--- config.mk ---
export PLATFORM = sky130hd
export DESIGN_NAME = pe_decode_flat
export DESIGN_NICKNAME = d
export VERILOG_FILES = /design/src/logic/cgra_pkg.sv /design/src/logic/pe_ctrl_if.sv /design/src/logic/pe_decode.sv /design/src/flat_wrapper.sv
export SDC_FILE = /design/constraint.sdc
export NUM_CORES = 2
export LEC_CHECK = 0
export ABC_CLOCK_PERIOD_IN_PS = 3400
export BUFFER_PORTS_ARGS = -buffer_cell sky130_fd_sc_hd__buf_2
export CAP_MARGIN = 20
export CORE_UTILIZATION = 50
export CTS_BUF_LIST = sky130_fd_sc_hd__clkbuf_4
export DETAILED_ROUTE_END_ITERATION = 10
export GPL_ROUTABILITY_DRIVEN = 0
export PLACE_DENSITY = 0.64
export SYNTH_ARGS = -nofsm -noshare
export SYNTH_HDL_FRONTEND = slang
export SYNTH_SLANG_ARGS = --single-unit
--- constraint.sdc ---
create_clock -name clk -period 3.4 [get_ports clk]
set_input_delay 0.51 -clock clk [delete_from_list [all_inputs] [get_ports clk]]
set_output_delay 0.51 -clock clk [all_outputs]
set_load 0.05 [all_outputs]
--- src/logic/cgra_pkg.sv ---
`default_nettype none

package cgra_pkg;

  localparam int DATA_W  = 16;
  localparam int INSTR_W = 16;
  localparam int RF_AW   = 3;
  localparam int PC_W    = 8;
  localparam int CONF_W  = 64;
  localparam int ID_W    = 8;
  localparam int CNT_W   = 8;

  typedef enum logic [3:0] {
    op_add    = 4'd0,
    op_sub    = 4'd1,
    op_mul    = 4'd2,  // low half of the product.
    op_and    = 4'd3,
    op_or     = 4'd4,
    op_xor    = 4'd5,
    op_shl    = 4'd6,
    op_shr    = 4'd7,
    op_min    = 4'd8,
    op_max    = 4'd9,
    op_pass_a = 4'd10
  } alu_op_e;

  typedef enum logic [1:0] {src_in_a, src_in_b, src_rf, src_fifo} src_e;
  typedef enum logic [1:0] {dst_out_a, dst_out_b, dst_rf, dst_fifo} dst_e;

  typedef enum logic [3:0] {
    cmd_instr  = 4'd1,  // code 0 is an idle bus.
    cmd_const  = 4'd2,
    cmd_pc     = 4'd3,
    cmd_ignore = 4'd4
  } conf_cmd_e;

  ////////////////////
  // instruction word fields
  localparam int I_OP_MSB    = 15;
  localparam int I_OP_LSB    = 12;
  localparam int I_SRCA_MSB  = 11;
  localparam int I_SRCA_LSB  = 10;
  localparam int I_SRCB_MSB  = 9;
  localparam int I_SRCB_LSB  = 8;
  localparam int I_DST_MSB   = 7;
  localparam int I_DST_LSB   = 6;
  localparam int I_RADDR_MSB = 5;
  localparam int I_RADDR_LSB = 3;
  localparam int I_WADDR_MSB = 2;
  localparam int I_WADDR_LSB = 0;

  ////////////////////
  // configuration word fields
  localparam int C_ID_MSB   = 63;
  localparam int C_ID_LSB   = 56;
  localparam int C_CMD_MSB  = 55;
  localparam int C_CMD_LSB  = 52;
  localparam int C_ADDR_MSB = 39;  // also pc_max.
  localparam int C_ADDR_LSB = 32;
  localparam int C_LOOP_MSB = 31;  // also the ignore count.
  localparam int C_LOOP_LSB = 24;
  localparam int C_DATA_MSB = 15;
  localparam int C_DATA_LSB = 0;

endpackage

`default_nettype wire

--- src/logic/pe_ctrl_if.sv ---
`default_nettype none

interface pe_ctrl_if;
  import cgra_pkg::*;

  alu_op_e          op;
  src_e             src_a;
  src_e             src_b;
  dst_e             dst;
  logic [RF_AW-1:0] rf_raddr;
  logic [RF_AW-1:0] rf_waddr;

  modport decode (
    output op,
    output src_a,
    output src_b,
    output dst,
    output rf_raddr,
    output rf_waddr
  );

  modport execute (
    input op,
    input src_a,
    input src_b,
    input dst,
    input rf_raddr,
    input rf_waddr
  );

endinterface

`default_nettype wire

--- src/logic/pe_decode.sv ---
`default_nettype none

module pe_decode (
  input  logic                          clk,
  input  logic                          rst_n,
  input  logic                          en,
  input  logic                          instr_we,
  input  logic [cgra_pkg::PC_W-1:0]     instr_addr,
  input  logic [cgra_pkg::INSTR_W-1:0]  instr_data,
  input  logic [cgra_pkg::PC_W-1:0]     pc_max,
  input  logic [cgra_pkg::PC_W-1:0]     pc_loop,
  pe_ctrl_if.decode                     ctrl
);
  import cgra_pkg::*;

  logic [INSTR_W-1:0] imem [2**PC_W];
  logic [PC_W-1:0]    pc;
  logic [INSTR_W-1:0] instr_q;
  logic               loaded;
  logic               instr_vld;

  always_ff @(posedge clk) begin
    if (!rst_n) begin
      pc <= '0;
    end else if (en) begin
      if (pc >= pc_max) begin
        pc <= pc_loop;  // wrap back into the loop body.
      end else begin
        pc <= pc + 1'b1;
      end
    end
  end

  ////////////////////
  // instruction memory
  always_ff @(posedge clk) begin
    if (instr_we) begin
      imem[instr_addr] <= instr_data;
    end
  end

  always_ff @(posedge clk) begin
    if (en) begin
      instr_q <= imem[pc];
    end
  end

  // nothing issues until a program has been written.
  always_ff @(posedge clk) begin
    if (!rst_n) begin
      loaded    <= 1'b0;
      instr_vld <= 1'b0;
    end else begin
      if (instr_we) begin
        loaded <= 1'b1;
      end
      if (en) begin
        instr_vld <= loaded;
      end
    end
  end

  ////////////////////
  // decode register
  always_ff @(posedge clk) begin
    if (!rst_n || (en && !instr_vld)) begin
      ctrl.op       <= op_pass_a;  // idle slot, no fifo or rf traffic.
      ctrl.src_a    <= src_in_a;
      ctrl.src_b    <= src_in_b;
      ctrl.dst      <= dst_out_a;
      ctrl.rf_raddr <= '0;
      ctrl.rf_waddr <= '0;
    end else if (en) begin
      ctrl.op       <= alu_op_e'(instr_q[I_OP_MSB:I_OP_LSB]);
      ctrl.src_a    <= src_e'(instr_q[I_SRCA_MSB:I_SRCA_LSB]);
      ctrl.src_b    <= src_e'(instr_q[I_SRCB_MSB:I_SRCB_LSB]);
      ctrl.dst      <= dst_e'(instr_q[I_DST_MSB:I_DST_LSB]);
      ctrl.rf_raddr <= instr_q[I_RADDR_MSB:I_RADDR_LSB];
      ctrl.rf_waddr <= instr_q[I_WADDR_MSB:I_WADDR_LSB];
    end
  end

  a_pc_bound : assert property (@(posedge clk) disable iff (!rst_n)
    en |-> (pc <= pc_max));

endmodule

`default_nettype wire

--- src/flat_wrapper.sv ---
// flat-port wrapper written by rule: the top's interface ports become plain ports
module pe_decode_flat import cgra_pkg::*;
  (clk, rst_n, en, instr_we, instr_addr, instr_data, pc_max, pc_loop, ctrl_op, ctrl_src_a, ctrl_src_b, ctrl_dst, ctrl_rf_raddr, ctrl_rf_waddr);
  pe_ctrl_if ctrl_i ();
  input  logic clk;
  input  logic rst_n;
  input  logic en;
  input  logic instr_we;
  input  logic [cgra_pkg::PC_W-1:0] instr_addr;
  input  logic [cgra_pkg::INSTR_W-1:0] instr_data;
  input  logic [cgra_pkg::PC_W-1:0] pc_max;
  input  logic [cgra_pkg::PC_W-1:0] pc_loop;
  output wire logic [$bits(ctrl_i.op)-1:0] ctrl_op;
  output wire logic [$bits(ctrl_i.src_a)-1:0] ctrl_src_a;
  output wire logic [$bits(ctrl_i.src_b)-1:0] ctrl_src_b;
  output wire logic [$bits(ctrl_i.dst)-1:0] ctrl_dst;
  output wire logic [$bits(ctrl_i.rf_raddr)-1:0] ctrl_rf_raddr;
  output wire logic [$bits(ctrl_i.rf_waddr)-1:0] ctrl_rf_waddr;
  assign ctrl_op = ctrl_i.op;
  assign ctrl_src_a = ctrl_i.src_a;
  assign ctrl_src_b = ctrl_i.src_b;
  assign ctrl_dst = ctrl_i.dst;
  assign ctrl_rf_raddr = ctrl_i.rf_raddr;
  assign ctrl_rf_waddr = ctrl_i.rf_waddr;
  pe_decode u_core (.clk(clk), .rst_n(rst_n), .en(en), .instr_we(instr_we), .instr_addr(instr_addr), .instr_data(instr_data), .pc_max(pc_max), .pc_loop(pc_loop), .ctrl(ctrl_i));
endmodule
==> impl_metrics.ini <==
[run_status]
outcome = finished, violations left
violations = negative setup slack

[timing]
finalClockSkew_ns = 0.116
setup_ws_ns = -0.131
hold_violations = 0
worst_pin_slew_ns = 1.30
min_period_over_period_pct = 104
drv_slew = 0
relSlewSlack_pct = 13.3
max_freq_mhz = 283
rsz0062_at_grt = true
setup_viol = 9
fin_crit_ns = 3.53

[clocking]
clk_latency_ns = 1.72
cts.sinks = 4138
cts_made_buffers = 1128
cts-root-buf = clkbuf_4
htreeDepth = 7
cts_tree = done
clk_pin_slew_ns = 0.06
clock_path_buffers = 5

[pwr]
p_comb_share_pct = 8.2
p_leak_uw = 0.0611
clock_power_share_pct = 39.0
p_sw_share_pct = 23.4
p_switching_uw = 24900
ir_drop_v = 0.000327
p_int_uw = 81800
p_per_area_nw_per_um2 = 567
p_seq_share_pct = 52.8

[floorplanning]
initial_core_util_pct = 50.2
core_area_um2 = 318000
die-height_um = 567
fp.dieArea_um2 = 322000
std_cell_rows = 207
ios = 60
die_w_um = 567

[detailed_routing]
wl_per_cell_um = 35.8
vias_per_cell = 6.40
drtAntennaViolNets = 0
vias = 90400
drt_first_pass_iters = 7
drt_iter0_drc = 14200
wirelength_mm = 505
drcViolationCount = 0

[critical_path]
r2r-end = u_core.instr_q[10]
path_class = flip-flop to flip-flop
r2r_slack_ns = -0.13
required_ns = 4.75
cp_max_fo = 18
reg2reg_depth = 12
endpoint_kind = flip-flop
cp_data_arrival_time_ns = 4.88
crit_path_start_kind = flip-flop
reg2reg_from = u_core.pc[2]

[placement]
port_buffers = 59
placed_cells = 12100
post-dp-hpwl_mm = 312

[yosys]
syn_inst = 7293
ys_seq_area_share_pct = 77.6
yosysWarnings = 0
synthesis.area_um2 = 160000
synth_edf_count = 4112
avgSynthCellArea_um2 = 21.9
ys_seq_elements = 4138
synth.distinct_cells = 78
synthArstFlopShare_pct = 0
synth_flop_cell = edfxtp_1
syn_nets = 7346

[layout]
drive_above_1_share_pct = 40.1
final_common_cell = edfxtp_1
syn_to_final_growth_pct = 17.7
final_nets = 9301
instances_no_fill = 14100
utilization_pct = 59.1
final_cell_mix = 4112 x edfxtp_1, 1570 x clkbuf_4, 931 x buf_4

[global_routing]
grt_max_degree = 121
grt_pass1_vias = 89700
grt_overflow = 0
antenna_found_initial = 54
grt_pass1_wl_mm = 688
grt_usage_pct = 31.4

[worst_hold_path]
hold_end = u_core.imem[183][13]
worstHoldStart = instr_data[13]
hold_class = primary input to flip-flop
min_path_cells = 2

[flow_run]
max-cap-violations = 0
[through the flow]
stage | cell area [um^2] | setup TNS, ns | power [uW] | setup slack, ns | hold slack [ns]
2_1_floorplan | 160000 | 0 | 61500 | 0.204 | 0.428
3_3_place_gp | 173000 | -4.74 | 65400 | -0.724 | 0.439
3_5_place_dp | 173000 | -4.47 | 65600 | -0.702 | 0.446
4_1_cts | 187000 | -0.266 | 107000 | -0.122 | 0.00583
5_1_grt | 188000 | -0.157 | 110000 | -0.0394 | 0.00434
6_report | 188000 | -0.460 | 107000 | -0.131 | 0.0673
[flip-flops by register name (all words and copies together), names as in the netlist]
register and cells:
u_core.loaded 1, u_core.pc 8, u_core.imem 4096, u_core.ctrl.dst 2, u_core.ctrl.rf_raddr 3, u_core.instr_q 16, u_core.ctrl.src_b 2, u_core.instr_vld 1
u_core.ctrl.src_a 2, u_core.ctrl.op 4, u_core.ctrl.rf_waddr 3
[how the worst max path moves through the flow]
stage / from / endpoint / cells after the start
2_1_floorplan: u_core.pc[0] / u_core.pc[6] / 16
5_1_grt: u_core.pc[0] / u_core.instr_q[11] / 14
4_1_cts: u_core.pc[0] / u_core.instr_q[10] / 12
6_report: u_core.pc[2] / u_core.instr_q[10] / 12
3_5_place_dp: u_core.pc[1] / u_core.instr_q[10] / 11
3_3_place_gp: u_core.pc[1] / u_core.instr_q[10] / 11
[per-layer routing]
| metal | vias to the layer above | track usage, % | share of wire (%) |
|---|---|---|---|
| met1 | 47000 | 40.8 | 36 |
| li1 | 35500 | - | - |
| met5 | - | 0 | 0.025 |
| met2 | 6771 | 47.2 | 46 |
| met4 | 18 | 17.8 | 5.6 |
| met3 | 1114 | 9.95 | 13 |
[power groups by stage]
| stage | logic [uW] | registers [uW] | clock network, uW |
|---|---|---|---|
| after floorplan | 4120 | 57400 | 0 |
| after global placement | 8030 | 57400 | 0 |
| after detailed placement | 8140 | 57400 | 0 |
| after CTS | 8460 | 56300 | 42300 |
| after global routing | 8940 | 56300 | 45000 |
| final | 8730 | 56300 | 41700 |
[critical path, cell delays in order (launching register included)]
cell      delay, ns
dfxtp_4        0.42
buf_12         0.18
inv_1          0.49
nor2_2         0.17
buf_12         0.22
a221oi_1       0.30
buf_4          0.19
o21ai_0        0.08
buf_4          0.24
a221oi_4       0.50
buf_4          0.21
o21a_1         0.12
a311oi_1       0.05
[logic make-up after synthesis]
family | Yosys count | share of synthesized area, %
adders and majority gates | 9 | 0.0705
DFF | 4138 | 77.6
and+or+nand+nor | 666 | 1.82
muxes | 1293 | 15.4
AOI/OAI and AO/OA | 733 | 3.30
buffers and inverters | 454 | 1.83
[cell type report]
| class | count | area [um^2] |
|---|---|---|
| antenna | 46 | 115 |
| fill | 23100 | 130000 |
| tap | 4180 | 5230 |
| clock inverter | 209 | 1140 |
| multi-input combinational | 2701 | 33600 |
| clock buffer | 1570 | 11800 |
| sequential | 4138 | 124000 |
| inverter | 16 | 65.1 |
| timing repair buffer | 1263 | 12100 |
[timing repair]
| action | in CTS | in global routing |
|---|---|---|
| pin swaps | 12 | 13 |
| setup endpoints to repair | 16 | 17 |
| resized for setup | 71 | 49 |
| buffers inserted | 22 | 44 |
| hold endpoints to repair | 7687 | 0 |
| hold buffers | 94 | 0 |
| cloned | 2 | 4 |
[synth_stat cells (7+ instances only)]
| cell | instances | area [um^2] |
|---|---|---|
| nor2_1 | 354 | 1330 |
| nor4_1 | 14 | 87.6 |
| nand2_1 | 118 | 443 |
| buf_6 | 49 | 552 |
| mux2i_1 | 348 | 3480 |
| and2_1 | 11 | 68.8 |
| nand4_1 | 18 | 113 |
| edfxtp_1 | 4112 | 123000 |
| dfxtp_1 | 26 | 521 |
| buf_8 | 17 | 255 |
| o21ai_0 | 50 | 250 |
| o221ai_1 | 31 | 272 |
| a2111oi_0 | 12 | 105 |
| nor3_1 | 22 | 110 |
| mux4_2 | 903 | 20300 |
| a22oi_1 | 142 | 1070 |
| a22o_1 | 23 | 201 |
| buf_12 | 21 | 420 |
| o21ai_1 | 15 | 75.1 |
| clkbuf_1 | 158 | 593 |
| a211oi_1 | 56 | 420 |
| buf_1 | 17 | 63.8 |
| buf_2 | 138 | 691 |
| inv_1 | 12 | 45.0 |
| o22ai_1 | 52 | 325 |
| a221oi_2 | 7 | 105 |
| a211o_1 | 10 | 87.6 |
| mux4_1 | 18 | 473 |
| a21oi_1 | 141 | 706 |
| nand3_1 | 69 | 345 |
| a21o_1 | 7 | 52.6 |
| a221oi_1 | 76 | 666 |
| nand2b_1 | 9 | 56.3 |
| nor2b_1 | 32 | 200 |
| a31oi_1 | 16 | 100 |
| o211ai_1 | 31 | 233 |
| o2111ai_1 | 10 | 87.6 |
| buf_4 | 38 | 285 |
| mux2_2 | 24 | 270 |
| ha_1 | 9 | 113 |
(Power assumes the default switching activity.)
