File: src/logic/cgra_pkg.sv
`default_nettype none

package cgra_pkg;

  localparam int DATA_W  = 16;
  localparam int INSTR_W = 16;
  localparam int RF_AW   = 3;
  localparam int PC_W    = 8;
  localparam int CONF_W  = 64;
  localparam int ID_W    = 8;
  localparam int CNT_W   = 8;

  typedef enum logic [3:0] {
    op_add    = 4'd0,
    op_sub    = 4'd1,
    op_mul    = 4'd2,  // low half of the product.
    op_and    = 4'd3,
    op_or     = 4'd4,
    op_xor    = 4'd5,
    op_shl    = 4'd6,
    op_shr    = 4'd7,
    op_min    = 4'd8,
    op_max    = 4'd9,
    op_pass_a = 4'd10
  } alu_op_e;

  typedef enum logic [1:0] {src_in_a, src_in_b, src_rf, src_fifo} src_e;
  typedef enum logic [1:0] {dst_out_a, dst_out_b, dst_rf, dst_fifo} dst_e;

  typedef enum logic [3:0] {
    cmd_instr  = 4'd1,  // code 0 is an idle bus.
    cmd_const  = 4'd2,
    cmd_pc     = 4'd3,
    cmd_ignore = 4'd4
  } conf_cmd_e;

  ////////////////////
  // instruction word fields
  localparam int I_OP_MSB    = 15;
  localparam int I_OP_LSB    = 12;
  localparam int I_SRCA_MSB  = 11;
  localparam int I_SRCA_LSB  = 10;
  localparam int I_SRCB_MSB  = 9;
  localparam int I_SRCB_LSB  = 8;
  localparam int I_DST_MSB   = 7;
  localparam int I_DST_LSB   = 6;
  localparam int I_RADDR_MSB = 5;
  localparam int I_RADDR_LSB = 3;
  localparam int I_WADDR_MSB = 2;
  localparam int I_WADDR_LSB = 0;

  ////////////////////
  // configuration word fields
  localparam int C_ID_MSB   = 63;
  localparam int C_ID_LSB   = 56;
  localparam int C_CMD_MSB  = 55;
  localparam int C_CMD_LSB  = 52;
  localparam int C_ADDR_MSB = 39;  // also pc_max.
  localparam int C_ADDR_LSB = 32;
  localparam int C_LOOP_MSB = 31;  // also the ignore count.
  localparam int C_LOOP_LSB = 24;
  localparam int C_DATA_MSB = 15;
  localparam int C_DATA_LSB = 0;

endpackage

`default_nettype wire

File: src/logic/pe_conf_loader.sv
`default_nettype none

module pe_conf_loader #(
  parameter int PE_ID = 0
) (
  input  logic                          clk,
  input  logic                          rst_n,
  input  logic [cgra_pkg::CONF_W-1:0]   conf_bus_in,
  output logic                          instr_we,
  output logic [cgra_pkg::PC_W-1:0]     instr_addr,
  output logic [cgra_pkg::INSTR_W-1:0]  instr_data,
  output logic                          const_we,
  output logic [cgra_pkg::RF_AW-1:0]    const_addr,
  output logic [cgra_pkg::DATA_W-1:0]   const_data,
  output logic [cgra_pkg::PC_W-1:0]     pc_max,
  output logic [cgra_pkg::PC_W-1:0]     pc_loop,
  output logic [cgra_pkg::CNT_W-1:0]    ignore_count
);
  import cgra_pkg::*;

  logic      hit;
  conf_cmd_e cmd;

  assign hit = conf_bus_in[C_ID_MSB:C_ID_LSB] == ID_W'(PE_ID);
  assign cmd = conf_cmd_e'(conf_bus_in[C_CMD_MSB:C_CMD_LSB]);

  always_ff @(posedge clk) begin
    if (!rst_n) begin
      instr_we     <= 1'b0;
      const_we     <= 1'b0;
      pc_max       <= '0;
      pc_loop      <= '0;
      ignore_count <= '0;
    end else begin
      instr_we <= hit && (cmd == cmd_instr);  // one-cycle strobes.
      const_we <= hit && (cmd == cmd_const);
      if (hit && (cmd == cmd_pc)) begin
        pc_max  <= conf_bus_in[C_ADDR_MSB:C_ADDR_LSB];
        pc_loop <= conf_bus_in[C_LOOP_MSB:C_LOOP_LSB];
      end
      if (hit && (cmd == cmd_ignore)) begin
        ignore_count <= conf_bus_in[C_LOOP_MSB:C_LOOP_LSB];
      end
    end
  end

  // write payload, qualified by the strobes.
  always_ff @(posedge clk) begin
    instr_addr <= conf_bus_in[C_ADDR_MSB:C_ADDR_LSB];
    instr_data <= conf_bus_in[C_DATA_MSB:C_DATA_LSB];
    const_addr <= conf_bus_in[C_ADDR_LSB +: RF_AW];
    const_data <= conf_bus_in[C_DATA_MSB:C_DATA_LSB];
  end

  a_one_strobe : assert property (@(posedge clk) disable iff (!rst_n)
    !(instr_we && const_we));

endmodule

`default_nettype wire

File: config.mk
export PLATFORM = sky130hd
export DESIGN_NAME = pe_conf_loader
export DESIGN_NICKNAME = d
export VERILOG_FILES = /design/src/logic/cgra_pkg.sv /design/src/logic/pe_conf_loader.sv
export SDC_FILE = /design/constraint.sdc
export NUM_CORES = 1
export LEC_CHECK = 0
export ABC_CLOCK_PERIOD_IN_PS = 1300
export BUFFER_PORTS_ARGS = -buffer_cell sky130_fd_sc_hd__buf_2
export CORE_ASPECT_RATIO = 0.9
export CORE_MARGIN = 2
export CORE_UTILIZATION = 35
export DETAILED_ROUTE_END_ITERATION = 8
export PLACE_DENSITY = 0.75
export SYNTH_ARGS = -nofsm -noshare
export SYNTH_HDL_FRONTEND = slang
export SYNTH_SLANG_ARGS = --single-unit
File: constraint.sdc
create_clock -name clk -period 1.3 [get_ports clk]
set_clock_uncertainty 0.1 [all_clocks]
set_input_delay 0 -clock clk [delete_from_list [all_inputs] [get_ports clk]]
set_output_delay 0 -clock clk [all_outputs]
set_load 0.1 [all_outputs]
==> results.cfg, run 1 <==
[floorplan]
start_util = 0.358
core_um2 = 4800
die-area_um2 = 5500
core.rowCount = 24
io_pins = 135
die_x_um = 77.9
die_h_um = 70.5

[clock_network]
cts_buffers = 5
h-tree-depth = 2
cts_tree = done
root_buffer = clkbuf_8
clkSinkCount = 50
clk_pin_slew_ns = 0.08
clk_latency_ns = 0.29
cts_buffer_depth = 2

[layout]
layout_commonest_cell = buf_2
layout.cells.non_filler = 355
n_antenna_cell = 0
fillCellCount = 414
fin_nets = 355
multi_input_area_um2 = 500
seq_area_um2 = 1040
area_growth_pct = 59.4
layout_common_cells = buf_2, nand2_1, dlygate4sd3_1
drive_above_1_share = 0.569

[sta]
rsz0062_at_grt = false
slew_headroom = 0.668
min_period_ns = 1.25
fin_hold_ws_ns = 0.0155
hold_viol = 0
setup_violations = 0
period_share = 0.963
slew_violations = 0
fmax_mhz = 799
tightest_slew_ns = 0.502

[hold_path]
hold_path_depth = 4
min_from = conf_bus_in[55]
min_to = instr_we
hold_path_class = input port to register

[route]
dr.pass1.iters = 4
routedWlPerCell_um = 12.0
vias_per_cell = 4.17
vias = 1482
wl_um = 4270
first_iter_violations = 70
drc = 0
antenna_left = 0

[power_and_ir_drop]
power_density_nw_per_um2 = 1280
leakage_nw = 1.36
peakVddDrop_v = 0.000654

[critical_path]
worst-path-buf-inv = 3
endpoint_kind = register
start_kind = input port
critPathRequiredTime_ns = 1.42
r2r_start = pc_loop[5]
critical_path.max_fanout = 5
critical_path.top_delay_family = buffers and inverters
crit_path_cell_trace = dlygate4sd3_1 > buf_2 > and4bb_2 > buf_4 > mux2i_1
slowest_delay_ns = 0.54
r2r-end = pc_loop[5]
crit_type = input port to register
crit_slowest_cell = dlygate4sd3_1
cp.arrival_ns = 1.37
worstRegToRegCells = 2
r2r_slack_ns = 0.61

[global_route]
grt_pass1_wl_um = 6760
grt_busiest_layer = met2
use_met3 = 0.0536
grt-ovfl-total = 0
grt_antenna_before_repair = 0
grtUsageMet1 = 0.167
gr-usage-all-layers = 0.157
first_global_vias = 1510
grt_max_degree = 17
met2_usage = 0.286

[placed_design]
portBuffers = 114
dp_hpwl_um = 2970
gp_congestion = 0.639
placed_cells = 310

[flow_run]
maxCapViolCount = 0

[yosys]
synth_cells = 152
synth_warnings = 0
synth_area_um2 = 1720
synth_seq_cells = 50
seq_area_frac_synth = 0.581
syn_nets = 218
syn_area_per_cell_um2 = 11.3
yosysUniqueCellTypes = 19

[run_status]
status = completed
-- power breakdown --
part           switching, mW  internal, mW
combinational          0.620         0.185
clock                  0.485         0.632
sequential            0.0171          1.58
total                   1.12          2.39
-- worst reg2reg max path: cells and delay by family (launching register included) --
kind / cells / cell delay, ns
muxes: 1 / 0.12
DFF: 1 / 0.35
and+or+nand+nor: 1 / 0.05
-- cells in the mapped netlist --
| master | instances | share of area |
|---|---|---|
| and3_1 | 2 | 0.0073 |
| and3b_2 | 1 | 0.0058 |
| and4bb_1 | 1 | 0.0073 |
| buf_12 | 1 | 0.012 |
| buf_2 | 2 | 0.0058 |
| buf_4 | 19 | 0.083 |
| buf_6 | 2 | 0.013 |
| clkbuf_1 | 1 | 0.0022 |
| dfxtp_1 | 50 | 0.58 |
| dlygate4sd1_1 | 1 | 0.0051 |
| dlymetal6s2s_1 | 1 | 0.0073 |
| mux2i_1 | 24 | 0.14 |
| nand2_1 | 40 | 0.087 |
| nand4bb_1 | 1 | 0.0065 |
| nor2_1 | 1 | 0.0022 |
| nor3b_1 | 1 | 0.0044 |
| nor4_4 | 1 | 0.012 |
| nor4bb_1 | 2 | 0.012 |
| or4_4 | 1 | 0.0065 |
-- worst max-delay path by stage --
stage               slack, ns            start    endpoint  cells after the start
CTS                      0.06  conf_bus_in[61]   pc_max[7]                      5
floorplan               -0.09  conf_bus_in[60]  pc_loop[4]                      5
global placement        -0.19  conf_bus_in[60]   pc_max[7]                      5
global route             0.02  conf_bus_in[61]   pc_max[7]                      5
finish                   0.05  conf_bus_in[61]   pc_max[7]                      5
detailed placement      -0.24  conf_bus_in[60]  pc_loop[5]                      5
-- layer usage --
| metal | up-vias | share of wire | routed length, um |
|---|---|---|---|
| met5 | - | 0 | 0 |
| met4 | 0 | 0.014 | 60 |
| met3 | 7 | 0.11 | 449 |
| met2 | 80 | 0.49 | 2100 |
| met1 | 649 | 0.39 | 1660 |
| li1 | 746 | - | - |
-- flip-flops by register name, summed over array words and instances (netlist names) --
| register | cells |
|---|---|
| instr_addr | 6 |
| instr_we | 1 |
| const_addr | 2 |
| const_we | 1 |
| ignore_count | 8 |
| pc_max | 8 |
| const_data | 16 |
| pc_loop | 8 |
-- cell type report --
class,instances,share of cell area
tap,65,0.0296
clock inverter,2,0.0141
sequential,50,0.380
timing repair buffer,157,0.364
multi-input combinational,75,0.182
clock buffer,6,0.0301
-- metrics by stage --
step                TNS, ns  setup slack [ns]   util  area, um2  power [mW]
global placement      -3.50            -0.187  0.469       2250        2.34
global route              0            0.0178  0.571       2740        3.67
floorplan            -0.947           -0.0947      -       1760        2.24
detailed placement    -4.03            -0.236  0.469       2250        2.34
finish                    0            0.0487  0.571       2740        3.52
CTS                       0            0.0613  0.571       2740        3.56
-- repair_timing --
| action | in CTS | in global routing |
|---|---|---|
| hold buffers | 37 | 0 |
| gates resized for setup | 0 | 1 |
| buffers inserted | 0 | 0 |
| endpoints found under the hold margin | 50 | 0 |
| endpoints found under the setup margin | 0 | 1 |
-- kinds of logic (layout without fill, tap and decap cells) --
logic type	after synthesis	count (layout)	synth area share
AND/OR/NAND/NOR	51	51	0.151
multiplexers	24	24	0.140
buffers and inverters	27	165	0.128
flip-flops	50	50	0.581
No activity file was read; power rests on OpenSTA's default activity.
==> inputs of run 2 (changes only) <==
- PLACE_DENSITY: 0.75 -> unset
- PLACE_DENSITY_LB_ADDON: unset -> 0.25
- SKIP_CTS_REPAIR_TIMING: unset -> 1
==> results.cfg, run 2 (same netlist as run 1, synthesis figures left out) <==
[placed_design]
gp_congestion = 0.704
dp_hpwl_um = 2770
dp_slack_ns = -0.216
postPlaceCellArea_um2 = 2240
portBuffers = 114

[critical_path]
crit_type = input port to register
critPathRequiredTime_ns = 1.42
critical_path.top_delay_family = buffers and inverters
crit_slowest_cell = dlygate4sd3_1
worst-path-buf-inv = 3
r2r-end = ignore_count[0]
r2r_slack_ns = 0.60
start_kind = input port
worstRegToRegCells = 2
r2r_start = ignore_count[0]
slowest_delay_ns = 0.54
cp.arrival_ns = 1.36
critical_path.max_fanout = 16
endpoint_kind = register
crit_path_cell_trace = dlygate4sd3_1 > buf_2 > and4bb_1 > buf_12 > mux2i_1

[layout]
n_antenna_cell = 0
fin_nets = 353
final_area_um2 = 2710
drive_above_1_share = 0.559
area_growth_pct = 57.5
largest-register = const_data
layout_commonest_cell = buf_2
layout_common_cells = buf_2, nand2_1, dlygate4sd3_1
finalCoreUtilization = 0.564
largest_reg_flops = 16

[sta]
setup_violations = 0
slew_headroom = 0.664
fin_ws_ns = 0.0585
slew_violations = 0
min_period_ns = 1.24
hold_viol = 0
fmax_mhz = 805
period_share = 0.955
tightest_slew_ns = 0.508
setup_tns_ns = 0

[route]
antenna_left = 0
vias_per_cell = 4.13
dr_wl_met3_um = 341
first_iter_violations = 34
wl_um = 4250
top_layer_used = met4
routed-wl-met2_um = 2090
dr.pass1.iters = 4
vias = 1459
routedWlPerCell_um = 12.0
drc = 0
m1WireLength_um = 1780

[floorplan]
die-area_um2 = 5500
core_um2 = 4800
die_h_um = 70.5
core.rowCount = 24
die_x_um = 77.9
start_util = 0.358
io_pins = 135

[run_status]
status = completed

[global_route]
grt_max_degree = 27
first_global_vias = 1220
grt-ovfl-total = 0
grt_antenna_before_repair = 0
grt_pass1_wl_um = 5700
gr-usage-all-layers = 0.131

[hold_path]
min_from = conf_bus_in[55]
hold_path_depth = 4
hold_path_class = input port to register
min_to = instr_we

[power_and_ir_drop]
p_seq_frac = 0.463
p_clk_frac = 0.304
leakage_nw = 1.34
peakVddDrop_v = 0.000646
p_int_mw = 2.33
fin_total_pwr_mw = 3.43
combPwrFrac = 0.234
swShare = 0.320
power_density_nw_per_um2 = 1270
switchingPower_mw = 1.10

[clock_network]
root_buffer = clkbuf_8
clkSinkCount = 50
cts_buffers = 5
clk_pin_slew_ns = 0.08
clk_latency_ns = 0.29
cts_buffer_depth = 2
h-tree-depth = 2
cts_tree = done

[flow_run]
maxCapViolCount = 0
run 2: cell count changes in the layout (fill, tap and decap cells not counted):
cell / before / now
clkbuf_1: 0 / 2
buf_4: 5 / 4
and4bb_1: 0 / 1
and4bb_2: 1 / 0
dlygate4sd3_1: 37 / 36
clkbuf_8: 6 / 5
inv_6: 1 / 0
run 2: worst max path at each step:
stage,from,endpoint,slack (ns),cells past startpoint
floorplan,conf_bus_in[60],pc_loop[4],-0.09,5
CTS,conf_bus_in[60],pc_max[2],0.11,5
global placement,conf_bus_in[60],pc_loop[3],-0.18,5
detailed placement,conf_bus_in[60],pc_loop[2],-0.22,5
global route,conf_bus_in[61],pc_max[2],-0.003,5
finish,conf_bus_in[61],pc_max[2],0.06,5
run 2: worst register-to-register path: stages (launching register included):
cell and delay (ns):
dfxtp_2 0.34, nand2_1 0.05, mux2i_1 0.14
run 2: stage by stage:
stage | hold WS (ns) | cells
floorplan | -0.0723 | 152
global placement | 0.00235 | 309
detailed placement | 0.00404 | 309
CTS | -0.308 | 317
global route | 0.0130 | 353
finish | 0.0111 | 353
run 2: power groups by stage:
stage	Combinational, mW	Sequential, mW	Clock, mW
final	0.802	1.59	1.04
after global routing	0.829	1.59	1.17
after CTS	0.716	1.59	1.10
after detailed placement	0.716	1.62	0
after global placement	0.715	1.62	0
after floorplan	0.320	1.92	0
run 2: metal layers:
layer | GRT usage | vias up
li1 | - | 743
met1 | 0.163 | 637
met2 | 0.215 | 74
met3 | 0.0421 | 5
met4 | 0.0468 | 0
met5 | 0 | -
run 2: area by class of cell:
| cell class | instances | area (um2) |
|---|---|---|
| repair buffers | 155 | 981 |
| clock buffers | 7 | 76.3 |
| multi-input cells | 75 | 500 |
| well taps | 65 | 81.3 |
| clock inverters | 1 | 30.0 |
| flip-flops and latches | 50 | 1040 |
| fillers | 443 | 2090 |
==> inputs of run 3 (changes only) <==
- SETUP_SLACK_MARGIN: unset -> 0.1
==> results.cfg, run 3 (same netlist as run 1, synthesis figures left out) <==
[sta]
rsz0062_at_grt = true
slew_violations = 0
period_share = 0.925
setup_violations = 0
fmax_mhz = 832
slew_headroom = 0.670
tightest_slew_ns = 0.499
hold_viol = 2
fin_hold_ws_ns = -0.0103
min_period_ns = 1.20
setup_tns_ns = 0
fin_ws_ns = 0.0981

[floorplan]
core.rowCount = 24
io_pins = 135
die_h_um = 70.5
die_x_um = 77.9
core_um2 = 4800
die-area_um2 = 5500
start_util = 0.358

[global_route]
grt_pass1_wl_um = 5450
first_global_vias = 1196
gr-usage-all-layers = 0.125
grt_antenna_before_repair = 0
grt-ovfl-total = 0
grt_max_degree = 31

[route]
vias_per_cell = 4.10
vias = 1459
wl_um = 4140
antenna_left = 0
dr.pass1.iters = 4
drc = 0
routedWlPerCell_um = 11.6
first_iter_violations = 21

[placed_design]
dp_slack_ns = -0.207
dp_hpwl_um = 2680
gp_congestion = 0.666
postPlaceCellArea_um2 = 2250
portBuffers = 114
placed_cells = 308

[clock_network]
clk_pin_slew_ns = 0.09
cts_buffer_depth = 2
cts_buffers = 5
clk_latency_ns = 0.29
root_buffer = clkbuf_8
clkSinkCount = 50
cts_tree = done
h-tree-depth = 2

[critical_path]
crit_type = input port to register
endpoint_kind = register
critPathRequiredTime_ns = 1.43
crit_slowest_cell = or4_4
r2r_slack_ns = 0.62
r2r-end = ignore_count[6]
critical_path.max_fanout = 8
crit_path_cell_trace = buf_6 > or4_4 > and4bb_4 > clkbuf_16 > mux2i_1
crit_start = conf_bus_in[60]
cp.arrival_ns = 1.33
start_kind = input port
r2r_start = ignore_count[6]
worstRegToRegCells = 2
slowest_delay_ns = 0.53

[hold_path]
min_from = conf_bus_in[60]
min_to = instr_we
hold_path_class = input port to register
hold_path_depth = 4

[layout]
layout.cells.non_filler = 356
fillCellCount = 400
largest-register = const_data
fin_nets = 356
seq_area_um2 = 1040
final_area_um2 = 2840
largest_reg_flops = 16
layout_common_cells = buf_2, nand2_1, dlygate4sd3_1
multi_input_area_um2 = 504
layout_commonest_cell = buf_2
area_growth_pct = 64.7
n_antenna_cell = 0
drive_above_1_share = 0.564

[run_status]
status = complete, but fails checks
violations = negative hold slack

[power_and_ir_drop]
p_clk_frac = 0.353
power_density_nw_per_um2 = 1310
combPwrFrac = 0.219
peakVddDrop_v = 0.000563
swShare = 0.303
p_int_mw = 2.59
leakage_nw = 1.38
p_seq_frac = 0.428
switchingPower_mw = 1.12

[flow_run]
maxCapViolCount = 0
-- run 3: worst max-delay path, delay by kind of cell --
kind                   cells  cell delay [ns]
buffers and inverters      2             0.26
muxes                      1             0.17
and+or+nand+nor            2             0.90
-- run 3: area by class of cell --
cell class                 instances  area share
clock buffer                       6      0.0291
clock inverter                     2      0.0212
multi-input combinational         75       0.178
sequential                        50       0.368
tap                               65      0.0287
timing repair buffer             158       0.376
-- run 3: power by group through the flow --
stage | Clock, mW | Sequential, mW | Combinational, mW
final | 1.31 | 1.59 | 0.812
after global routing | 1.40 | 1.59 | 0.840
after CTS | 1.35 | 1.59 | 0.720
after detailed placement | 0 | 1.62 | 0.720
after global placement | 0 | 1.62 | 0.719
after floorplan | 0 | 1.92 | 0.320
-- run 3: per-layer routing --
layer,part of all wire,global-route usage
met2,0.48,0.209
met4,0.0041,0.0526
met1,0.42,0.143
met3,0.088,0.0485
met5,0,0
-- run 3: worst max-delay path by stage --
stage                 endpoint  slack (ns)
floorplan           pc_loop[4]       -0.09
global placement     pc_max[7]       -0.17
detailed placement  pc_loop[0]       -0.21
CTS                  pc_max[2]        0.12
global route         pc_max[0]        0.06
finish               pc_max[3]         0.1
-- run 3: stage by stage --
step | power, mW | hold WS, ns | util
floorplan | 2.24 | -0.0723 | -
global placement | 2.34 | 0.00261 | 0.468
detailed placement | 2.34 | 0.00408 | 0.468
CTS | 3.66 | -0.308 | 0.498
global route | 3.84 | 0.0107 | 0.590
finish | 3.71 | -0.0103 | 0.590
