File: src/logic/cgra_pkg.sv
`default_nettype none

package cgra_pkg;

  localparam int DATA_W  = 16;
  localparam int INSTR_W = 16;
  localparam int RF_AW   = 3;
  localparam int PC_W    = 8;
  localparam int CONF_W  = 64;
  localparam int ID_W    = 8;
  localparam int CNT_W   = 8;

  typedef enum logic [3:0] {
    op_add    = 4'd0,
    op_sub    = 4'd1,
    op_mul    = 4'd2,  // low half of the product.
    op_and    = 4'd3,
    op_or     = 4'd4,
    op_xor    = 4'd5,
    op_shl    = 4'd6,
    op_shr    = 4'd7,
    op_min    = 4'd8,
    op_max    = 4'd9,
    op_pass_a = 4'd10
  } alu_op_e;

  typedef enum logic [1:0] {src_in_a, src_in_b, src_rf, src_fifo} src_e;
  typedef enum logic [1:0] {dst_out_a, dst_out_b, dst_rf, dst_fifo} dst_e;

  typedef enum logic [3:0] {
    cmd_instr  = 4'd1,  // code 0 is an idle bus.
    cmd_const  = 4'd2,
    cmd_pc     = 4'd3,
    cmd_ignore = 4'd4
  } conf_cmd_e;

  ////////////////////
  // instruction word fields
  localparam int I_OP_MSB    = 15;
  localparam int I_OP_LSB    = 12;
  localparam int I_SRCA_MSB  = 11;
  localparam int I_SRCA_LSB  = 10;
  localparam int I_SRCB_MSB  = 9;
  localparam int I_SRCB_LSB  = 8;
  localparam int I_DST_MSB   = 7;
  localparam int I_DST_LSB   = 6;
  localparam int I_RADDR_MSB = 5;
  localparam int I_RADDR_LSB = 3;
  localparam int I_WADDR_MSB = 2;
  localparam int I_WADDR_LSB = 0;

  ////////////////////
  // configuration word fields
  localparam int C_ID_MSB   = 63;
  localparam int C_ID_LSB   = 56;
  localparam int C_CMD_MSB  = 55;
  localparam int C_CMD_LSB  = 52;
  localparam int C_ADDR_MSB = 39;  // also pc_max.
  localparam int C_ADDR_LSB = 32;
  localparam int C_LOOP_MSB = 31;  // also the ignore count.
  localparam int C_LOOP_LSB = 24;
  localparam int C_DATA_MSB = 15;
  localparam int C_DATA_LSB = 0;

endpackage

`default_nettype wire

File: src/logic/pe_result.sv
`default_nettype none

module pe_result (
  input  logic                          clk,
  input  logic                          rst_n,
  input  logic                          en,
  input  logic [cgra_pkg::DATA_W-1:0]   res,
  input  cgra_pkg::dst_e                res_dst,
  input  logic [cgra_pkg::RF_AW-1:0]    res_waddr,
  input  logic [cgra_pkg::CNT_W-1:0]    ignore_count,
  output logic [cgra_pkg::DATA_W-1:0]   outa,
  output logic [cgra_pkg::DATA_W-1:0]   outb,
  output logic [cgra_pkg::DATA_W-1:0]   fifo_out_data,
  output logic                          fifo_out_we,
  output logic                          rf_we,
  output logic [cgra_pkg::RF_AW-1:0]    rf_waddr,
  output logic [cgra_pkg::DATA_W-1:0]   rf_wdata
);
  import cgra_pkg::*;

  logic [CNT_W-1:0] ign_cnt;
  logic             ign_done;
  logic             fifo_we_q;

  assign ign_done = ign_cnt >= ignore_count;

  // write-back goes straight to the register file.
  assign rf_we    = en && (res_dst == dst_rf);
  assign rf_waddr = res_waddr;
  assign rf_wdata = res;

  // held strobe is consumed on the next enabled edge.
  assign fifo_out_we = fifo_we_q && en;

  always_ff @(posedge clk) begin
    if (!rst_n) begin
      ign_cnt   <= '0;
      fifo_we_q <= 1'b0;
    end else if (en) begin
      fifo_we_q <= (res_dst == dst_fifo) && ign_done;
      if ((res_dst == dst_fifo) && !ign_done) begin
        ign_cnt <= ign_cnt + 1'b1;  // stops at ignore_count.
      end
    end
  end

  always_ff @(posedge clk) begin
    if (en) begin
      case (res_dst)
        dst_out_a: outa          <= res;
        dst_out_b: outb          <= res;
        dst_fifo:  fifo_out_data <= res;
        default:   ;
      endcase
    end
  end

  a_we_done : assert property (@(posedge clk) disable iff (!rst_n)
    fifo_out_we |-> ign_done && !$isunknown(fifo_out_data));

endmodule

`default_nettype wire

File: config.mk
export PLATFORM = sky130hd
export DESIGN_NAME = pe_result
export DESIGN_NICKNAME = d
export VERILOG_FILES = /design/src/logic/cgra_pkg.sv /design/src/logic/pe_result.sv
export SDC_FILE = /design/constraint.sdc
export NUM_CORES = 1
export LEC_CHECK = 0
export ABC_AREA = 1
export BUFFER_PORTS_ARGS = -buffer_cell sky130_fd_sc_hd__buf_4
export CAP_MARGIN = 20
export CORE_MARGIN = 5
export CORE_UTILIZATION = 45
export DETAILED_ROUTE_END_ITERATION = 16
export PLACE_DENSITY = 0.78
export SETUP_SLACK_MARGIN = 0.05
export SLEW_MARGIN = 20
export SYNTH_ARGS = -nofsm -noshare
export SYNTH_HDL_FRONTEND = slang
export SYNTH_SLANG_ARGS = --single-unit
File: constraint.sdc
create_clock -name clk -period 2.31 [get_ports clk]
set_clock_uncertainty 0.15 [all_clocks]
set_input_delay 0 -clock clk [delete_from_list [all_inputs] [get_ports clk]]
set_output_delay 0 -clock clk [all_outputs]
set_load 0.01 [all_outputs]
==> metrics.cfg, run 1 <==
[sta]
rsz0062_at_grt = false
finalSetupViolCount = 0
finalSetupTns_ns = 0
maxSlewHeadroom_pct = 73.9
max_freq_mhz = 534
finalCritPeriodShare_pct = 81.0
holdWs_ns = 0.0260
worst_pin_slew_ns = 0.391
fin_ws_ns = 0.438
fin_crit_ns = 1.87
slew_violations = 0
hold_violations = 0

[power]
pwr-share-clk_pct = 43.5
p_leak_nw = 1.48
power.density_nw_per_um2 = 729
power.switching_uw = 509
internal_power_mw = 2.00
pwr-share-seq_pct = 46.8
vdd_ir_drop_max_uv = 383
switching_share_pct = 20.3
combPwrFrac_pct = 9.8

[hold_path]
worstHoldPathCells = 5
hp-class = in -> reg
worstHoldStart = res_dst[0]

[yosys]
synth_edf_count = 48
ys_ff_latch = 57
ys_types = 21
syn_area_um2 = 2340
yosys_most_used_dff = edfxtp_1
yosys_warnings = 0
seq_area_frac_synth_pct = 69.4
async_flop_share_pct = 0
synth_nets = 218
syn_area_per_cell_um2 = 13.2
postSynthCellCount = 177

[worst_setup_path]
end_kind = flop
cp-start-kind = flop
crit_fanout = 10
crit_type = reg -> reg
reg2reg_from = ign_cnt[5]
startpoint = ign_cnt[5]
crit_required_ns = 2.36
reg2reg_depth = 6
worst-endpoint-arrival_ns = 1.92

[layout]
drive_above_1_share_pct = 40.7
fin_util_pct = 67.9
nNetsFinal = 326
final_common_cell = buf_4
layout.cells.most_common_list = buf_4, edfxtp_1, nand2_1, dlygate4sd3_1, inv_1
syn2layout_area_growth_pct = 47.5
diodes = 0
stdcell_area_um2 = 3440

[place]
numPortBuffers = 94
place_area_um2 = 3000
post-place-ws_ns = 0.512
hpwl_mm = 3.82
routabilityCongestion = 0.866

[route]
wl_per_cell_um = 15.8
ant_nets = 0
firstDrtPassIters = 4
wl_mm = 5.69
drc_errors = 0
vias = 1678
via_per_inst = 4.66
drt_iter0_drc = 64

[floorplanning]
initial_core_util_pct = 46.0
die_w_um = 82.1
core_um2 = 5070
chipHeight_um = 82.1
die_area_um2 = 6730
io_pins = 101
rows = 26

[clock_tree]
clock-sinks = 57
cts_root_buf = clkbuf_8
postCtsSetupRepairBufs = 0
cts-buffers-inserted = 9
clk_path_buf_depth = 2
cts_max_level = 3
cts-resized-gates = 0
clock_latency_ns = 0.31
clkTransAtPathRegs_ns = 0.06
cts_tree = yes

[grt]
grt_pass1_vias = 1684
grt_max_degree = 17
grt_pass1_wl_mm = 8.28
overflow = 0
antenna_found_initial = 0
grt_usage_pct = 17.1

[run]
drv_cap = 0

[run_status]
status = completed

-- final timing paths --
kind         slack (ns)          to
max reg2reg        0.44  ign_cnt[1]
max                0.44  ign_cnt[1]
min reg2reg        0.32   fifo_we_q
min                0.03   fifo_we_q
-- worst max-delay path: stages, from the launching register on --
cell     delay (ns)
dfxtp_1        0.42
ha_1           0.28
a21oi_1        0.17
o21a_1         0.38
nand3_4        0.17
nand2_1        0.10
a21oi_1        0.07
-- per-stage QoR --
stage | total power [mW] | cells
after floorplan | 1.29 | 177
after global placement | 1.40 | 323
after detailed placement | 1.41 | 323
after CTS | 2.51 | 360
after global routing | 2.61 | 360
final | 2.51 | 360
-- timing repair --
action,4_1_cts,5_1_grt
endpoints found under the setup margin,0,0
hold endpoints to repair,60,0
hold buffers,21,0
-- cells in the mapped netlist (2+ instances only) --
library cell	number	share of area [%]
nor2_1	6	0.96
nor3_1	2	0.43
dfxtp_1	9	7.7
inv_1	16	2.6
ha_1	9	4.8
nand2_1	32	5.1
xor2_1	3	1.1
nand4_1	8	2.1
clkinv_1	2	0.32
a21oi_1	12	2.6
nand3b_1	2	0.64
edfxtp_1	48	62
buf_4	20	6.4
-- flip-flops by register name, indices dropped and copies added (netlist names) --
register / flops
fifo_out_data: 16
fifo_we_q: 1
ign_cnt: 8
outa: 16
outb: 16
-- kinds of logic (layout without fill, tap and decap cells) --
family	after synthesis	after routing	share of synthesized area (%)
and+or+nand+nor	55	55	11.7
DFF	57	57	69.4
AOI/OAI and AO/OA	14	14	3.11
buffers and inverters	39	152	9.80
xor gates and xnor gates	3	3	1.13
adders and majority gates	9	9	4.82
-- final cells by class --
class                   instances  area (µm²)
well taps                      70        87.6
inverters                      18        67.6
flip-flops and latches         57        1620
clock buffers                  10         128
fillers                       386        1630
clock inverters                 6         106
repair buffers                118         938
multi-input cells              81         495
-- power by group through the flow --
stage / logic [mW] / clock network, mW / registers (mW)
6_report: 0.245 / 1.09 / 1.18
4_1_cts: 0.245 / 1.09 / 1.17
3_3_place_gp: 0.208 / 0 / 1.19
5_1_grt: 0.264 / 1.17 / 1.18
3_5_place_dp: 0.213 / 0 / 1.20
2_1_floorplan: 0.0688 / 0 / 1.22
-- layer usage --
metal | global-route usage (%) | part of all wire (%) | up-vias
li1 | - | - | 810
met1 | 17.7 | 37 | 783
met2 | 30.9 | 52 | 81
met3 | 6.80 | 10 | 4
met4 | 6.48 | 0.70 | 0
met5 | 0 | 0 | -
Note: power is estimated with default switching activity, not from simulation.
==> run 2, diff against run 1 <==
--- a/config.mk
+++ b/config.mk
@@ -9,9 +9,9 @@
 export BUFFER_PORTS_ARGS = -buffer_cell sky130_fd_sc_hd__buf_4
 export CAP_MARGIN = 20
 export CORE_MARGIN = 5
-export CORE_UTILIZATION = 45
+export CORE_UTILIZATION = 42
 export DETAILED_ROUTE_END_ITERATION = 16
-export PLACE_DENSITY = 0.78
+export PLACE_DENSITY = 0.77
 export SETUP_SLACK_MARGIN = 0.05
 export SLEW_MARGIN = 20
 export SYNTH_ARGS = -nofsm -noshare
==> constraint.sdc (replaced) <==
create_clock -name clk -period 1.7 [get_ports clk]
set_clock_uncertainty 0.15 [all_clocks]
set_input_delay 0 -clock clk [delete_from_list [all_inputs] [get_ports clk]]
set_output_delay 0 -clock clk [all_outputs]
set_load 0.01 [all_outputs]
==> metrics.cfg, run 2 (same netlist as run 1, synthesis figures left out) <==
[clock_tree]
cts_max_level = 3
clock_latency_ns = 0.32
clk_path_buf_depth = 2
cts_tree = yes
cts_root_buf = clkbuf_8
cts-buffers-inserted = 9
clkTransAtPathRegs_ns = 0.06
clock-sinks = 57

[route]
wl_met3_um = 591
firstDrtPassIters = 4
vias = 1729
wl_mm = 5.32
met1Wirelength_mm = 2.04
drt_iter0_drc = 57
highest_layer = met4
wl_per_cell_um = 14.3
drc_errors = 0
ant_nets = 0
route.met2.wl_mm = 2.63
via_per_inst = 4.64

[layout]
n_fill_cell = 396
drive_above_1_share_pct = 47.2
layout.cells.most_common_list = buf_4, edfxtp_1, nand2_1, dlygate4sd3_1, inv_1
nNetsFinal = 337
syn2layout_area_growth_pct = 54.8
diodes = 0
top_regs = fifo_out_data (16), outa (16), outb (16)
final_common_cell = buf_4

[sta]
maxSlewHeadroom_pct = 79.8
finalSetupViolCount = 0
max_freq_mhz = 608
finalCritPeriodShare_pct = 96.8
worst_pin_slew_ns = 0.302
fin_crit_ns = 1.65
finalSetupTns_ns = 0
slew_violations = 0
rsz0062_at_grt = true
hold_violations = 0

[power]
power_mw = 3.55
vdd_ir_drop_max_uv = 558
p_leak_nw = 1.55
power.density_nw_per_um2 = 981

[worst_setup_path]
crit_fanout = 8
cp-start-kind = flop
startpoint = ign_cnt[3]
crit_type = reg -> reg
reg2reg_from = ign_cnt[3]
crit_required_ns = 1.76
worst-endpoint-arrival_ns = 1.71
end_kind = flop

[place]
numPortBuffers = 94
routabilityCongestion = 0.718
hpwl_mm = 3.64

[floorplanning]
core_um2 = 5470
die_area_um2 = 7150
die_w_um = 84.6
rows = 27
initial_core_util_pct = 42.7
io_pins = 101
chipHeight_um = 84.6

[hold_path]
worstHoldStart = ignore_count[3]
hp-class = in -> reg

[grt]
grt_max_degree = 16
grt_pass1_wl_mm = 8.58
grt_usage_pct = 15.4
antenna_found_initial = 0
overflow = 0
grt_pass1_vias = 1670

[run_status]
status = completed

[run]
drv_cap = 0

## run 2: cell type report
type                    instances  area (µm²)  area share [%]
clock buffers                   9         124            3.42
clock inverters                 7         133            3.67
multi-input cells              82         546            15.1
well taps                      72        90.1            2.49
repair buffers                128        1030            28.6
inverters                      18        67.6            1.87
flip-flops and latches         57        1620            44.9
## run 2: where the power goes
group	internal (mW)	total, mW	switching, mW
sequential	1.58	1.60	0.0176
clock	1.11	1.61	0.496
combinational	0.188	0.347	0.158
total	2.88	3.55	0.672
## run 2: worst paths after layout
check               endpoint  slack (ns)  cells after the start
setup / recovery  ign_cnt[1]        0.05                      7
hold / removal    ign_cnt[5]        0.21                      8
setup reg to reg  ign_cnt[1]        0.05                      7
hold reg to reg   ign_cnt[7]        0.32                      2
## run 2: worst max-delay path: stages (launching register included)
cell and delay, ns:
dfxtp_1 0.41, ha_1 0.27, a21oi_1 0.18, nand2_2 0.11, nand2_4 0.10, nand3_4 0.15
nand2_1 0.11, a21oi_2 0.05
## run 2: per-layer routing
| layer | vias to the layer above | track usage (%) |
|---|---|---|
| met4 | 0 | 3.88 |
| met2 | 88 | 26.3 |
| met5 | - | 0 |
| li1 | 838 | - |
| met3 | 8 | 7.46 |
| met1 | 795 | 17.3 |
## run 2: what timing repair did
action	in CTS	in global routing
endpoints found under the setup margin	0	9
buffers inserted	0	1
gates resized for setup	0	16
hold endpoints to repair	64	0
hold buffers	24	0
## run 2: through the flow
step	worst slack [ns]	util (%)	cell area (µm²)	std cells	hold WS (ns)
after global placement	0.0943	55.9	3060	331	-0.150
after detailed placement	0.0744	55.9	3060	331	-0.150
after floorplan	0.148	-	2350	177	-0.0582
after global routing	-0.0320	66.1	3620	373	0.245
after CTS	0.0675	65.0	3560	371	0.228
final	0.0541	66.1	3620	373	0.209
==> run 3, diff against run 2 <==
--- a/config.mk
+++ b/config.mk
@@ -12,6 +12,7 @@
 export CORE_UTILIZATION = 42
 export DETAILED_ROUTE_END_ITERATION = 16
 export PLACE_DENSITY = 0.77
+export REMOVE_ABC_BUFFERS = 1
 export SETUP_SLACK_MARGIN = 0.05
 export SLEW_MARGIN = 20
 export SYNTH_ARGS = -nofsm -noshare
==> metrics.cfg, run 3 (same netlist as run 1, synthesis figures left out) <==
[run_status]
status = completed

[route]
drc_errors = 0
ant_nets = 0
wl_mm = 6.19
vias = 1782
firstDrtPassIters = 4
via_per_inst = 4.76
drt_iter0_drc = 77
wl_per_cell_um = 16.5

[power]
power.density_nw_per_um2 = 897
combPwrFrac_pct = 11.0
pwr-share-clk_pct = 40.4
power.switching_uw = 706
p_leak_nw = 1.56
internal_power_mw = 2.58
pwr-share-seq_pct = 48.6
vdd_ir_drop_max_uv = 428
switching_share_pct = 21.5
power_mw = 3.28

[clock_tree]
cts_tree = yes
cts-buffers-inserted = 9
clock_latency_ns = 0.32
clock-sinks = 57
cts_root_buf = clkbuf_8
clkTransAtPathRegs_ns = 0.07
clk_path_buf_depth = 2
cts_max_level = 3

[place]
routabilityCongestion = 0.772
hpwl_mm = 3.75
numPortBuffers = 94
post-place-ws_ns = 0.0727

[worst_setup_path]
crit_fanout = 8
startpoint = ign_cnt[6]
worst-endpoint-arrival_ns = 1.76
crit_type = reg -> reg
cp-start-kind = flop
timing.critical_path.mode_cell = nand2_2
reg2reg_depth = 7
timing.reg2reg.setup_slack_ns = 0.03
r2r_end = ign_cnt[4]
critical-path-top-delay-family = compound AO/OA/AOI/OAI gates
worstPathCellList = ha_1 -> nand2_2 -> o21a_4 -> buf_12 -> nand3_4 -> nand2_2 -> a21oi_1
critPathMaxStageDelay_ns = 0.35
path_buf_inv = 1
reg2reg_from = ign_cnt[6]
crit_required_ns = 1.79
end_kind = flop
cpMaxStageDelayCell = dfxtp_2

[layout]
syn2layout_area_growth_pct = 56.7
nNetsFinal = 338
layout.cells.most_common_list = buf_4, edfxtp_1, nand2_1, dlygate4sd3_1, inv_1
n_fill_cell = 381
drive_above_1_share_pct = 52.6
diodes = 0
top_regs = fifo_out_data (16), outa (16), outb (16)
final_common_cell = buf_4

[hold_path]
worstHoldPathCells = 3
worstHoldStart = res_dst[0]
hp-class = in -> reg
worstHoldEndpoint = outa[9]

[floorplanning]
initial_core_util_pct = 42.7
io_pins = 101
rows = 27
die_w_um = 84.6
die_area_um2 = 7150
core_um2 = 5470
chipHeight_um = 84.6

[run]
drv_cap = 0

[grt]
overflow = 0
grt_pass1_vias = 1669
grt_max_degree = 17
grt_pass1_wl_mm = 8.56
antenna_found_initial = 0
grt_usage_pct = 15.8

[sta]
worst_pin_slew_ns = 0.313
fin_ws_ns = 0.0305
finalSetupViolCount = 0
finalCritPeriodShare_pct = 98.2
maxSlewHeadroom_pct = 79.0
max_freq_mhz = 599
hold_violations = 0
fin_crit_ns = 1.67
slew_violations = 0
rsz0062_at_grt = true

## run 3: cell types whose count changed in the layout (fill, tap and decap cells not counted), sizes merged
cell / before / now
buf: 104 / 106
clkbuf: 9 / 10
bufinv: 4 / 2
clkinv: 5 / 6
clkinvlp: 0 / 1
dlygate4sd3: 24 / 22
## run 3: power by group through the flow
stage	combinational, mW	clock (mW)	sequential [mW]
floorplan	0.0461	0	1.65
global route	0.384	1.43	1.60
CTS	0.338	1.34	1.59
global placement	0.288	0	1.62
detailed placement	0.294	0	1.62
finish	0.361	1.33	1.60
## run 3: through the flow
step	TNS (ns)	hold WS [ns]	util [%]	instance area, µm²	cells
detailed placement	0	-0.150	55.9	3060	331
CTS	0	0.0399	63.8	3490	369
global route	-0.193	0.0450	66.9	3660	374
floorplan	-3.40	-0.150	-	2170	156
finish	0	0.0520	66.9	3660	374
global placement	0	-0.150	55.9	3060	331
## run 3: per-layer routing
layer / vias to the layer above / part of all wire (%) / global-route usage (%)
met3: 10 / 8.1 / 5.89
met1: 853 / 38 / 18.1
li1: 836 / - / -
met2: 83 / 52 / 25.9
met5: - / 0 / 0
met4: 0 / 1.8 / 7.77
## run 3: repair_timing
item                                   in CTS  in global routing
hold buffers                               22                  0
endpoints found under the hold margin      65                  0
setup endpoints to repair                   0                  8
gates resized for setup                     0                 33
buffers inserted                            0                  3
## run 3: cell type report
type | count | area [µm²] | share of cell area, %
Clock buffer | 9 | 124 | 3.38
Multi-Input combinational cell | 82 | 611 | 16.7
Clock inverter | 7 | 85.1 | 2.32
Sequential cell | 57 | 1630 | 44.5
Timing Repair Buffer | 129 | 1050 | 28.8
Inverter | 18 | 67.6 | 1.85
Tap cell | 72 | 90.1 | 2.46
## run 3: worst register-to-register path, cell delays in order (launching register included)
cell     delay [ns]
dfxtp_2        0.35
ha_1           0.30
nand2_2        0.09
o21a_4         0.25
buf_12         0.14
nand3_4        0.12
nand2_2        0.05
a21oi_1        0.14
## run 3: how the worst max path moves through the flow
stage | slack, ns | depth (start not counted) | to
after CTS | 0.06 | 12 | ign_cnt[5]
after global placement | 0.10 | 12 | ign_cnt[3]
final | 0.03 | 7 | ign_cnt[4]
after global routing | -0.04 | 7 | ign_cnt[4]
after floorplan | -0.13 | 2 | outb[0]
after detailed placement | 0.07 | 12 | ign_cnt[7]
